`src/common/cipher_pkg.sv`:
```
`default_nettype none

package cipher_pkg;

  // ----------------------------------------
  // sizes
  // ----------------------------------------
  localparam int KEY_LEN      = 12;                   // characters per key
  localparam int GRID_DIM     = 6;                    // labels per axis, grid side
  localparam int CELL_COUNT   = GRID_DIM * GRID_DIM;  // 36 cells in the inner grid
  localparam int LETTER_COUNT = 26;                   // cells 0..25 hold a..z

  // ----------------------------------------
  // plain vector types
  // ----------------------------------------
  typedef logic [7:0] char_t;                         // one ascii character
  typedef logic [0:KEY_LEN-1][7:0] key_t;             // key[0] is the first character
  typedef logic [0:GRID_DIM-1][7:0] label_set_t;      // one axis, slot 0 first
  typedef logic [2:0] grid_idx_t;                     // row or column number
  typedef logic [$clog2(CELL_COUNT)-1:0] cell_idx_t;  // row-major cell 0..35
  typedef logic [$clog2(KEY_LEN)-1:0] key_pos_t;      // position inside the key

  // ascii ranges
  localparam char_t UPPER_A = 8'h41;
  localparam char_t UPPER_Z = 8'h5a;
  localparam char_t LOWER_A = 8'h61;
  localparam char_t LOWER_Z = 8'h7a;
  localparam char_t DIGIT_0 = 8'h30;
  localparam char_t DIGIT_9 = 8'h39;

  // key positions that feed label slots 0..5
  localparam key_pos_t [0:GRID_DIM-1] ROW_LOAD_ORDER = {
    4'd0, 4'd10, 4'd2, 4'd8, 4'd4, 4'd6
  };
  localparam key_pos_t [0:GRID_DIM-1] COL_LOAD_ORDER = {
    4'd1, 4'd11, 4'd3, 4'd9, 4'd5, 4'd7
  };

  // ----------------------------------------
  // grouped signals
  // ----------------------------------------
  typedef struct packed {
    label_set_t rows;     // upper 48 bits
    label_set_t cols;     // lower 48 bits
  } labels_t;

  typedef struct packed {
    char_t row_char;      // upper byte of the ciphertext pair
    char_t col_char;
  } ctxt_pair_t;

  // character classes, shared by key check and plaintext path
  function automatic logic is_upper(input char_t c);
    return (c >= UPPER_A) && (c <= UPPER_Z);
  endfunction

  function automatic logic is_lower(input char_t c);
    return (c >= LOWER_A) && (c <= LOWER_Z);
  endfunction

  function automatic logic is_digit(input char_t c);
    return (c >= DIGIT_0) && (c <= DIGIT_9);
  endfunction

  function automatic logic is_alnum(input char_t c);
    return is_upper(c) || is_lower(c) || is_digit(c);
  endfunction

endpackage

`default_nettype wire

```
`src/key_sched/key_checker.sv`:
```
`default_nettype none

module key_checker (
  input  wire cipher_pkg::key_t key,
  output logic                  key_ok   // all alphanumeric, no repeats
);

  import cipher_pkg::*;

  logic [KEY_LEN-1:0] char_alnum;   // one flag per key character
  logic               dup_found;    // some pair of characters matches

  // ----------------------------------------
  // per character class
  // ----------------------------------------
  always_comb begin
    for (int i = 0; i < KEY_LEN; i++) begin
      char_alnum[i] = is_alnum(key[i]);   // upper, lower or digit
    end
  end

  // ----------------------------------------
  // uniqueness
  // ----------------------------------------
  // only the upper triangle of pairs is compared
  // 'A' and 'a' count as different characters here
  always_comb begin
    dup_found = 1'b0;
    for (int i = 0; i < KEY_LEN - 1; i++) begin
      for (int j = i + 1; j < KEY_LEN; j++) begin
        if (key[i] == key[j]) begin
          dup_found = 1'b1;
        end
      end
    end
  end

  assign key_ok = (&char_alnum) && !dup_found;

endmodule

`default_nettype wire

```
`src/key_sched/label_rotator.sv`:
```
`default_nettype none

module label_rotator (
  input  wire                      clk,
  input  wire                      rst_n,
  input  wire cipher_pkg::key_t    key,
  input  wire                      load,      // install the key labels
  input  wire                      advance,   // rotate after an accepted char
  output cipher_pkg::labels_t      labels
);

  import cipher_pkg::*;

  label_set_t rows_load;   // key scattered into row slots
  label_set_t cols_load;   // key scattered into column slots
  label_set_t rows_rot;    // row slots shifted by one
  label_set_t cols_rot;    // column slots shifted by one

  // ----------------------------------------
  // load values
  // ----------------------------------------
  // rows take the even key positions and columns the odd ones
  // in the interleaved order of the package tables
  always_comb begin
    for (int s = 0; s < GRID_DIM; s++) begin
      rows_load[s] = key[ROW_LOAD_ORDER[s]];
      cols_load[s] = key[COL_LOAD_ORDER[s]];
    end
  end

  // ----------------------------------------
  // rotate values
  // ----------------------------------------
  // slot i goes to slot i+1 and the last slot wraps to slot 0
  assign rows_rot = {labels.rows[GRID_DIM-1], labels.rows[0:GRID_DIM-2]};
  assign cols_rot = {labels.cols[GRID_DIM-1], labels.cols[0:GRID_DIM-2]};

  // ----------------------------------------
  // label registers
  // ----------------------------------------
  always_ff @(posedge clk or negedge rst_n) begin
    if (!rst_n) begin
      labels <= '0;                 // no key installed yet
    end else if (load) begin
      labels.rows <= rows_load;     // a new key replaces any old labels
      labels.cols <= cols_load;
    end else if (advance) begin
      labels.rows <= rows_rot;
      labels.cols <= cols_rot;
    end
  end

endmodule

`default_nettype wire

```
`src/rtl/cipher_control.sv`:
```
`default_nettype none

module cipher_control (
  input  wire                        clk,
  input  wire                        rst_n,
  input  wire                        key_valid,
  input  wire                        ptxt_valid,
  input  wire                        key_ok,       // from key_checker
  input  wire                        char_ok,      // from polybius_encoder
  input  wire cipher_pkg::ctxt_pair_t pair,        // current label pair
  output logic                       load,         // same-edge label load
  output logic                       advance,      // same-edge label rotate
  output cipher_pkg::ctxt_pair_t     ctxt_str,
  output logic                       ctxt_ready,
  output logic                       err_invalid_key,
  output logic                       err_invalid_ptxt,
  output logic                       err_key_not_installed
);

  import cipher_pkg::*;

  logic installed;      // a good key has been loaded since reset
  logic ptxt_take;      // plaintext strobe that is not shadowed by a key
  logic bad_key;
  logic no_key;
  logic bad_char;

  // ----------------------------------------
  // decisions for this edge
  // ----------------------------------------
  // key strobe wins over plaintext on the same cycle
  assign ptxt_take = ptxt_valid && !key_valid;

  assign load     = key_valid && key_ok;
  assign bad_key  = key_valid && !key_ok;   // labels and installed untouched

  assign no_key   = ptxt_take && !installed;
  assign bad_char = ptxt_take && installed && !char_ok;
  assign advance  = ptxt_take && installed && char_ok;   // accepted character

  // ----------------------------------------
  // installed flag
  // ----------------------------------------
  always_ff @(posedge clk or negedge rst_n) begin
    if (!rst_n) begin
      installed <= 1'b0;
    end else if (load) begin
      installed <= 1'b1;   // stays set, a later key only swaps the labels
    end
  end

  // ----------------------------------------
  // output pulses, one cycle each
  // ----------------------------------------
  always_ff @(posedge clk or negedge rst_n) begin
    if (!rst_n) begin
      ctxt_ready            <= 1'b0;
      ctxt_str              <= '0;
      err_invalid_key       <= 1'b0;
      err_invalid_ptxt      <= 1'b0;
      err_key_not_installed <= 1'b0;
    end else begin
      ctxt_ready            <= advance;
      ctxt_str              <= advance ? pair : '0;   // pair uses pre-rotation labels
      err_invalid_key       <= bad_key;
      err_invalid_ptxt      <= bad_char;
      err_key_not_installed <= no_key;
    end
  end

endmodule

`default_nettype wire

```
`src/rtl/polybius_encoder.sv`:
```
`default_nettype none

module polybius_encoder (
  input  wire cipher_pkg::char_t   ptxt_char,
  input  wire cipher_pkg::labels_t labels,
  output logic                     char_ok,   // letter or digit
  output cipher_pkg::ctxt_pair_t   pair       // {row label, column label}
);

  import cipher_pkg::*;

  logic      up_case;     // input is A..Z
  char_t     folded;      // input with upper case moved to lower case
  logic      is_letter;
  logic      is_num;
  cell_idx_t cell_idx;    // row-major position in the fixed grid
  grid_idx_t row_idx;
  grid_idx_t col_idx;

  // ----------------------------------------
  // classify and fold case
  // ----------------------------------------
  assign up_case   = is_upper(ptxt_char);
  assign folded    = up_case ? char_t'(ptxt_char - UPPER_A + LOWER_A) : ptxt_char;
  assign is_letter = is_lower(folded);
  assign is_num    = is_digit(ptxt_char);
  assign char_ok   = is_letter || is_num;

  // letters fill cells 0..25, digits continue at 26..35
  always_comb begin
    if (is_letter) begin
      cell_idx = cell_idx_t'(folded - LOWER_A);
    end else if (is_num) begin
      cell_idx = cell_idx_t'(LETTER_COUNT + (ptxt_char - DIGIT_0));
    end else begin
      cell_idx = '0;   // pair is don't care when char_ok is low
    end
  end

  // ----------------------------------------
  // grid position and label select
  // ----------------------------------------
  assign row_idx = grid_idx_t'(cell_idx / GRID_DIM);   // constant divide by 6
  assign col_idx = grid_idx_t'(cell_idx % GRID_DIM);

  assign pair.row_char = labels.rows[row_idx];
  assign pair.col_char = labels.cols[col_idx];

endmodule

`default_nettype wire

```
`src/rtl/rotating_square_cipher.sv`:
```
`default_nettype none

module rotating_square_cipher (
  input  wire                         clk,
  input  wire                         rst_n,
  input  wire                         key_valid,
  input  wire cipher_pkg::key_t       key,
  input  wire                         ptxt_valid,
  input  wire cipher_pkg::char_t      ptxt_char,
  output cipher_pkg::ctxt_pair_t      ctxt_str,
  output logic                        ctxt_ready,
  output logic                        err_invalid_key,
  output logic                        err_invalid_ptxt,
  output logic                        err_key_not_installed
);

  import cipher_pkg::*;

  logic       key_ok;    // checked key is usable
  logic       char_ok;   // plaintext is alphanumeric
  ctxt_pair_t pair;      // label pair for the current character
  labels_t    labels;    // live row and column labels
  logic       load;
  logic       advance;

  // ----------------------------------------
  // key path
  // ----------------------------------------
  key_checker key_checker_i (
    .key    (key),
    .key_ok (key_ok)
  );

  label_rotator label_rotator_i (
    .clk     (clk),
    .rst_n   (rst_n),
    .key     (key),
    .load    (load),
    .advance (advance),
    .labels  (labels)
  );

  // ----------------------------------------
  // plaintext path
  // ----------------------------------------
  polybius_encoder polybius_encoder_i (
    .ptxt_char (ptxt_char),
    .labels    (labels),
    .char_ok   (char_ok),
    .pair      (pair)
  );

  cipher_control cipher_control_i (
    .clk                   (clk),
    .rst_n                 (rst_n),
    .key_valid             (key_valid),
    .ptxt_valid            (ptxt_valid),
    .key_ok                (key_ok),
    .char_ok               (char_ok),
    .pair                  (pair),
    .load                  (load),
    .advance               (advance),
    .ctxt_str              (ctxt_str),
    .ctxt_ready            (ctxt_ready),
    .err_invalid_key       (err_invalid_key),
    .err_invalid_ptxt      (err_invalid_ptxt),
    .err_key_not_installed (err_key_not_installed)
  );

endmodule

`default_nettype wire

```
`config.mk`:
```
export PLATFORM = sky130hd
export DESIGN_NAME = rotating_square_cipher
export DESIGN_NICKNAME = d
export VERILOG_FILES = /design/src/common/cipher_pkg.sv /design/src/key_sched/key_checker.sv /design/src/key_sched/label_rotator.sv /design/src/rtl/cipher_control.sv /design/src/rtl/polybius_encoder.sv /design/src/rtl/rotating_square_cipher.sv
export SDC_FILE = /design/constraint.sdc
export NUM_CORES = 1
export LEC_CHECK = 0
export BUFFER_PORTS_ARGS = -buffer_cell sky130_fd_sc_hd__clkbuf_2
export CAP_MARGIN = 20
export CORE_MARGIN = 1
export CORE_UTILIZATION = 56
export CTS_CLUSTER_SIZE = 40
export DETAILED_ROUTE_END_ITERATION = 10
export PLACE_DENSITY_LB_ADDON = 0.1
export SYNTH_ARGS = -nofsm -noshare
export SYNTH_HDL_FRONTEND = slang
export SYNTH_SLANG_ARGS = --single-unit
```
`constraint.sdc`:
```
create_clock -name clk -period 2 [get_ports clk]
set_input_delay 0.3 -clock clk [delete_from_list [all_inputs] [get_ports clk]]
set_output_delay 0.3 -clock clk [all_outputs]
set_load 0.05 [all_outputs]
```
# Word level (Yosys, flattened, before mapping)
# Cells that the tools add are included.
# totals
reg_bits	117
out_inout_bits	20
wordCells	331
# op_classes
addsub	5
n_div	2
order_cmp	80
n_eq_ne	66
n_mux	78
n_bitwise	2
reduce_logical	79
# op_table
operator	count
equality test 8 bit	66
>= comparator 8 x 7 -> 1 bit, second input constant	26
less-or-equal comparator 8 x 7 -> 1 bit, second input constant	26
two-way mux 96 bit	2
>= comparator 8 x 6 -> 1 bit, second input constant	13
less-or-equal comparator 8 x 6 -> 1 bit, second input constant	13
two-way mux 1 bit	66
binary-select mux 8 bit (select 3 bit)	2
logical AND 1 bit	47
two-way mux 8 bit	5
divider 6 x 3 -> 32 bit, second input constant	1
modulo 6 x 3 -> 32 bit, second input constant	1
logical OR 1 bit	25
two-way mux 16 bit	1
two-way mux 6 bit	2
AND reduction 12 bit	1
subtractor 6 bit, second input constant	2
adder 8 x 7 -> 8 bit, second input constant	1
>= comparator 4 bit, second input constant	2
NOT 3 -> 4 bit	2
subtractor 8 x 7 -> 8 bit, second input constant	1
adder 5 x 6 -> 6 bit, first input constant	1
logical NOT 1 bit	5
nonzero test 2 bit	1

# Logic depth before layout (Yosys ltp)
# logic_depth
depth_word	71
depth_mapped	27
depth_no_buf	24

# Hierarchy
# From an unflattened synthesis, not the netlist that was laid out.
# hier_totals
cells_unflattened	1702
hier_area_um2	14033.5
# modules_own_cells
module	instances	cells_per_inst	area_per_inst_um2
key_checker	1	978	6960.4
label_rotator	1	416	4425.5
polybius_encoder	1	264	1950.6
cipher_control	1	44	696.9

# Worst setup path after synthesis
# No wires, ideal clock.
# synth_timing
path_type	input to register
start	input ptxt_char[0]
end	register cipher_control_i.ctxt_str[12] (netlist name)
setup_ps	141
arrival_time_ps	5101
required_time_ps	1859
slack_ps	-3242
path_stages	27
path_buffers	3
cell_sequence	buf_2 -> inv_1 -> ha_1 -> or4b_4 -> o32ai_4 -> or2_2 -> o31a_1 -> inv_1 -> ha_1 -> inv_1 -> or4_1 -> o221ai_1 -> a211oi_1 -> or2_1 -> o22ai_1 -> ha_1 -> inv_1 -> a311oi_1 -> a31o_2 -> nor4_1 -> nand3b_1 -> nand2b_1 -> clkbuf_1 -> buf_2 -> a21boi_0 -> o21ai_0 -> o221ai_1
# synth_via
elab_chain_len	12
# synth_rtl
element	line	source
start, declared	rotating_square_cipher.sv:9	input wire cipher_pkg::char_t ptxt_char,
subtractor 8 x 7 -> 8 bit, or another cell as far along	polybius_encoder.sv:24	assign folded = up_case ? char_t'(ptxt_char - UPPER_A + LOWER_A) : ptxt_char;
adder 8 x 7 -> 8 bit or logical AND 1 bit (tied branches)	polybius_encoder.sv:24, cipher_pkg.sv:54	
two-way mux 8 bit	polybius_encoder.sv:24	
>= comparator 8 x 7 -> 1 bit or less-or-equal comparator 8 x 7 -> 1 bit (tied branches)	cipher_pkg.sv:58	return (c >= LOWER_A) && (c <= LOWER_Z);
logical AND 1 bit	cipher_pkg.sv:58	
two-way mux 6 bit	polybius_encoder.sv:31	if (is_letter) begin
divider 6 x 3 -> 32 bit	polybius_encoder.sv:43	assign row_idx = grid_idx_t'(cell_idx / GRID_DIM);
NOT 3 -> 4 bit (implied by the code)	polybius_encoder.sv:46	assign pair.row_char = labels.rows[row_idx];
binary-select mux 8 bit (select 3 bit)	polybius_encoder.sv:46	
two-way mux 8 bit (implied by the code) (2 in a row)	polybius_encoder.sv:46	
two-way mux 16 bit (*)	cipher_control.sv:64	ctxt_str <= advance ? pair : '0;
# Mark *: on every way between the ends. The rest lies on a longest branch, timed or not. The select of a mux whose other input is x is not followed.
# A chain may end at the register's enable or synchronous reset.

# Worst setup path after layout
# layout_timing
start	input ptxt_char[2]
end	register cipher_control_i.ctxt_str[8] (netlist name)
# layout_via
elab_chain_len	12
# layout_rtl
element	line
subtractor 8 x 7 -> 8 bit, or another cell as far along	polybius_encoder.sv:24
adder 8 x 7 -> 8 bit or logical AND 1 bit (tied branches)	polybius_encoder.sv:24, cipher_pkg.sv:54
two-way mux 8 bit	polybius_encoder.sv:24
>= comparator 8 x 7 -> 1 bit or less-or-equal comparator 8 x 7 -> 1 bit (tied branches)	cipher_pkg.sv:58
logical AND 1 bit	cipher_pkg.sv:58
two-way mux 6 bit	polybius_encoder.sv:31
divider 6 x 3 -> 32 bit	polybius_encoder.sv:43
NOT 3 -> 4 bit (implied by the code)	polybius_encoder.sv:46
binary-select mux 8 bit (select 3 bit)	polybius_encoder.sv:46
two-way mux 8 bit (implied by the code) (2 in a row)	polybius_encoder.sv:46
two-way mux 16 bit (*)	cipher_control.sv:64
# Marked as above.

==> metrics.log <==
[metrics] outcome: complete, but fails checks
[metrics] failing checks: negative setup slack
[metrics] vias after detailed routing: 15,134
[metrics] least setup slack across all paths after layout: -2455 ps
[metrics] count of final max-slew check failures: 0
[metrics] post-synthesis instance total: 1,676
[metrics] cell accounting for the most synthesized area: sky130_fd_sc_hd__dfrtp_1
[metrics] final net count: 2,104
[metrics] top fanout value on the critical path: 8
[metrics] total power consumption of the routed design: 8.871 mW
[metrics] ys async rst share: 1.000
[metrics] fraction of final layout cells with drive strength greater than 1: 0.3230
[metrics] count of different cell masters after synthesis: 70
[metrics] clock-pin slew of the registers on the worst-case setup and hold paths: 60 ps
[metrics] die area: 0.02540 mm^2
[metrics] syn nets: 1,796
[metrics] Syn Std Cell Area: 0.01387 mm^2
[metrics] maximum achievable frequency: around 220 MHz
[metrics] slew at the pin closest to its max-slew limit: 550.4 ps
[metrics] average via count per standard cell: around 6.5
[metrics] TritonCTS clock tree: built
[metrics] Detailed Route Iter0 Violations: ~1,800
[metrics] number of antenna violations at the first check in global routing: 0
[metrics] remaining antenna violation count after routing: 0
[metrics] clk_lat worst skew: about 430 ps
[metrics] internal power of the cells: 5.699 mW
[metrics] count of buffers from port buffering: 127
[metrics] share of the yosys chip area belonging to registers: 0.2111
[metrics] cell at the root of the clock tree: sky130_fd_sc_hd__clkbuf_16
[metrics] Setup Viol. Count Final: 114
[metrics] average cell area after synthesis: between 8 and 9 um^2
[metrics] class of the most critical setup path: input pin to flop
[metrics] Net Sw Frac: 0.3575
[metrics] Syn-to-layout area delta: 35.89%
[metrics] Gate power share: 0.378
[metrics] number of flops mapped to enable cells by yosys: 0
[metrics] height of the die: ~160 um
[metrics] VDD IR-drop max: approximately 420 uV
[metrics] Synth top area share: 0.2111
[metrics] Critical Path Sink Type: flop
[metrics] proportion of power drawn by flip-flops and latches: 0.267
[metrics] pin count of the biggest net entering global routing: 52
[metrics] number of flip-flops and latches in the synthesized netlist: 117
[metrics] routed wire length per instance: between 20 and 30 um
[metrics] type of the tightest min-delay check: input pin to flop
[metrics] floorplan die width: 159.4 um
[metrics] first-pass GRT wire length: 88,260 um
[metrics] Overflow after GRT: 0
[metrics] number of detailed-route iterations in the first pass: 8
[metrics] final RePlAce weighted congestion: approximately 1.0
[metrics] worst-case clock buffer depth: 2
[metrics] estimated wirelength of the detail-placed design: 42,060 um
[metrics] num rows: 57
[metrics] initial standard-cell utilization of the core: 0.5702
[metrics] core utilization of the finished layout: 0.7749
[metrics] CTS sink cnt: 117
[metrics] antenna diode count: 0
[metrics] Num CTS Buffers: 17
[metrics] CP required: 2280 ps
[metrics] vias in the first global route: 14,933
[metrics] clock network fraction of total power: 0.355
[metrics] DRC viols: 0
[metrics] ranking of synthesized cells by area: sky130_fd_sc_hd__dfrtp_1 (21%), sky130_fd_sc_hd__xnor2_1 (17%), sky130_fd_sc_hd__xor2_1 (16%)
[metrics] headroom to the max-slew limit: 0.6311
[metrics] setup repair after global routing missed its margin: yes
[metrics] Psw: 3.171 mW
[metrics] number of hold-slack violations in the final timing report: 0
[metrics] number of placed I/O pins: 128
[metrics] Yosys warning count: 0
[metrics] power per standard cell area: 470.7 mW/mm^2
[metrics] fillers: 1,663
[metrics] post-route fraction of the period consumed by the critical path: 2.228
[metrics] H-tree levels: 4
[metrics] core region area: 0.02432 mm^2
[metrics] Static Leak: 8.765 nW
[metrics] maxcap violations: 0
[metrics] commonest cells after routing, fill and taps aside: sky130_fd_sc_hd__buf_4 (321), sky130_fd_sc_hd__xnor2_1 (276), sky130_fd_sc_hd__xor2_1 (257), sky130_fd_sc_hd__dfrtp_1 (117), sky130_fd_sc_hd__clkbuf_2 (106)
[metrics] nature of the critical path startpoint: input pin
[metrics] total routing usage reported by global routing: 0.4556
[metrics] most frequent standard cell in the layout excluding fill and tap cells: sky130_fd_sc_hd__buf_4
[metrics] Worst Skew: approximately 15 ps
[metrics] top_reg_cell synth: sky130_fd_sc_hd__dfrtp_1
[metrics] total wire length: about 60,000 um
[metrics] Arr. time, crit path: 4730 ps
[metrics] post-layout minimum cycle time: between 4000 and 5000 ps
cell usage after synthesis (3+ instances only):
library cell and n:
sky130_fd_sc_hd__xnor2_1 277, sky130_fd_sc_hd__xor2_1 257, sky130_fd_sc_hd__clkbuf_1 125, sky130_fd_sc_hd__dfrtp_1 117, sky130_fd_sc_hd__nand2_1 90, sky130_fd_sc_hd__nor4_1 80, sky130_fd_sc_hd__nand4_1 78, sky130_fd_sc_hd__a21o_1 73
sky130_fd_sc_hd__buf_1 73, sky130_fd_sc_hd__a22o_1 71, sky130_fd_sc_hd__mux2i_1 62, sky130_fd_sc_hd__o21ai_0 59, sky130_fd_sc_hd__a21oi_1 41, sky130_fd_sc_hd__inv_1 35, sky130_fd_sc_hd__buf_2 29, sky130_fd_sc_hd__nor2_1 28
sky130_fd_sc_hd__o22ai_1 15, sky130_fd_sc_hd__o221ai_1 14, sky130_fd_sc_hd__ha_1 12, sky130_fd_sc_hd__and3_1 10, sky130_fd_sc_hd__o211a_1 10, sky130_fd_sc_hd__or4_1 9, sky130_fd_sc_hd__mux2_2 8, sky130_fd_sc_hd__a21boi_0 7
sky130_fd_sc_hd__nor3_1 7, sky130_fd_sc_hd__o211ai_1 7, sky130_fd_sc_hd__a211oi_1 5, sky130_fd_sc_hd__a221oi_1 4, sky130_fd_sc_hd__a22oi_1 4, sky130_fd_sc_hd__nand3_1 4, sky130_fd_sc_hd__nand3b_1 4, sky130_fd_sc_hd__a31oi_1 3
sky130_fd_sc_hd__buf_6 3, sky130_fd_sc_hd__inv_2 3, sky130_fd_sc_hd__nor3b_1 3, sky130_fd_sc_hd__o21a_1 3, sky130_fd_sc_hd__or2_2 3
cell families (layout without fill, tap and decap cells):
group	Yosys count	in the layout	share of synthesized area
buffers and inverters	270	590	0.07967
adder cells (fa/ha/maj)	12	12	0.01083
flip-flops	117	117	0.2111
AO/OA/AOI/OAI	340	340	0.1778
AND/OR/NAND/NOR	333	334	0.1320
multiplexers	70	70	0.05125
XOR/XNOR	534	534	0.3373
what timing repair did:
| action | CTS | global route |
|---|---|---|
| hold buffers | 1 | 0 |
| cloned | 8 | 7 |
| buffers inserted | 20 | 9 |
| setup endpoints to repair | 115 | 115 |
| pin swaps | 66 | 19 |
| resized for setup | 109 | 72 |
| hold endpoints to repair | 25 | 0 |
path summary, 6_finish.rpt:
check	from	endpoint	slack (ps)	cells after the start
worst min register to register	cipher_control_i.installed	cipher_control_i.err_key_not_installed	460	1
min in group asynchronous	rst_n	cipher_control_i.ctxt_str[14]	350	2
worst max register to register	cipher_control_i.installed	cipher_control_i.ctxt_str[9]	270	8
max in group asynchronous	rst_n	cipher_control_i.ctxt_str[3]	990	3
worst max-delay path	ptxt_char[2]	cipher_control_i.ctxt_str[8]	-2460	25
worst min-delay path	key_valid	cipher_control_i.err_key_not_installed	100	2
through the flow:
stage	std cells	hold WS, ps	instance area (um^2)	setup WS (ps)	setup TNS, ps
2_1_floorplan	1676	4.409	14750	-2945	-101970
3_3_place_gp	2248	250.7	16970	-2955	-167220
3_5_place_dp	2248	254.3	16970	-3083	-174490
4_1_cts	2306	81.23	18340	-2330	-84400
5_1_grt	2321	84.89	18840	-2623	-103300
6_report	2321	95.58	18840	-2455	-95710
power by group through the flow:
stage | registers, mW | logic (mW) | clock network (mW)
after floorplan | 2.42 | 2.01 | 0
after global placement | 2.41 | 2.94 | 0
after detailed placement | 2.41 | 2.98 | 0
after CTS | 2.37 | 3.13 | 3.12
after global routing | 2.37 | 3.50 | 3.25
final | 2.37 | 3.35 | 3.15
state kept, by name (all words and copies together) (netlist names):
signal / cells
label_rotator_i.labels: 96
cipher_control_i.ctxt_str: 16
cipher_control_i.ctxt_ready: 1
cipher_control_i.err_invalid_key: 1
cipher_control_i.err_invalid_ptxt: 1
cipher_control_i.err_key_not_installed: 1
cipher_control_i.installed: 1
routing by layer:
metal  share of wire  global-route usage  wire length, um  up-vias
met5               0                   0                0        -
met4           0.069              0.2784             4171        0
met3            0.12              0.1110             7236      335
met2            0.44              0.7123            26660     1159
met1            0.37              0.5671            22360     7203
li1                -                   -                -     6437
worst max-delay path: stages:
cell and delay, ps:
sky130_fd_sc_hd__clkbuf_16 130, sky130_fd_sc_hd__clkinv_8 40, sky130_fd_sc_hd__ha_4 100, sky130_fd_sc_hd__nand3b_1 120
sky130_fd_sc_hd__mux2i_2 190, sky130_fd_sc_hd__o311a_1 370, sky130_fd_sc_hd__o31a_1 330, sky130_fd_sc_hd__inv_2 80
sky130_fd_sc_hd__ha_4 140, sky130_fd_sc_hd__inv_4 30, sky130_fd_sc_hd__or4_4 430, sky130_fd_sc_hd__o221ai_4 190
sky130_fd_sc_hd__a211oi_4 70, sky130_fd_sc_hd__or2_1 240, sky130_fd_sc_hd__o22ai_2 130, sky130_fd_sc_hd__ha_2 210
sky130_fd_sc_hd__inv_2 50, sky130_fd_sc_hd__a311oi_4 270, sky130_fd_sc_hd__a31o_2 180, sky130_fd_sc_hd__nor4_1 50
sky130_fd_sc_hd__nand3b_1 170, sky130_fd_sc_hd__nand2b_1 180, sky130_fd_sc_hd__and2_4 280, sky130_fd_sc_hd__mux2i_2 280
sky130_fd_sc_hd__o221ai_1 160
cell type report:
cell class              instances  area (um^2)  share of cell area
clock buffers                  17        425.4             0.02257
flip-flops and latches        117         2928              0.1554
clock inverters                15        156.4            0.008300
well taps                     324        405.4             0.02151
repair buffers                520         4466              0.2370
multi-input cells            1290        10290              0.5460
inverters                      38        175.2            0.009296
Power figures use the tool's default switching activity.
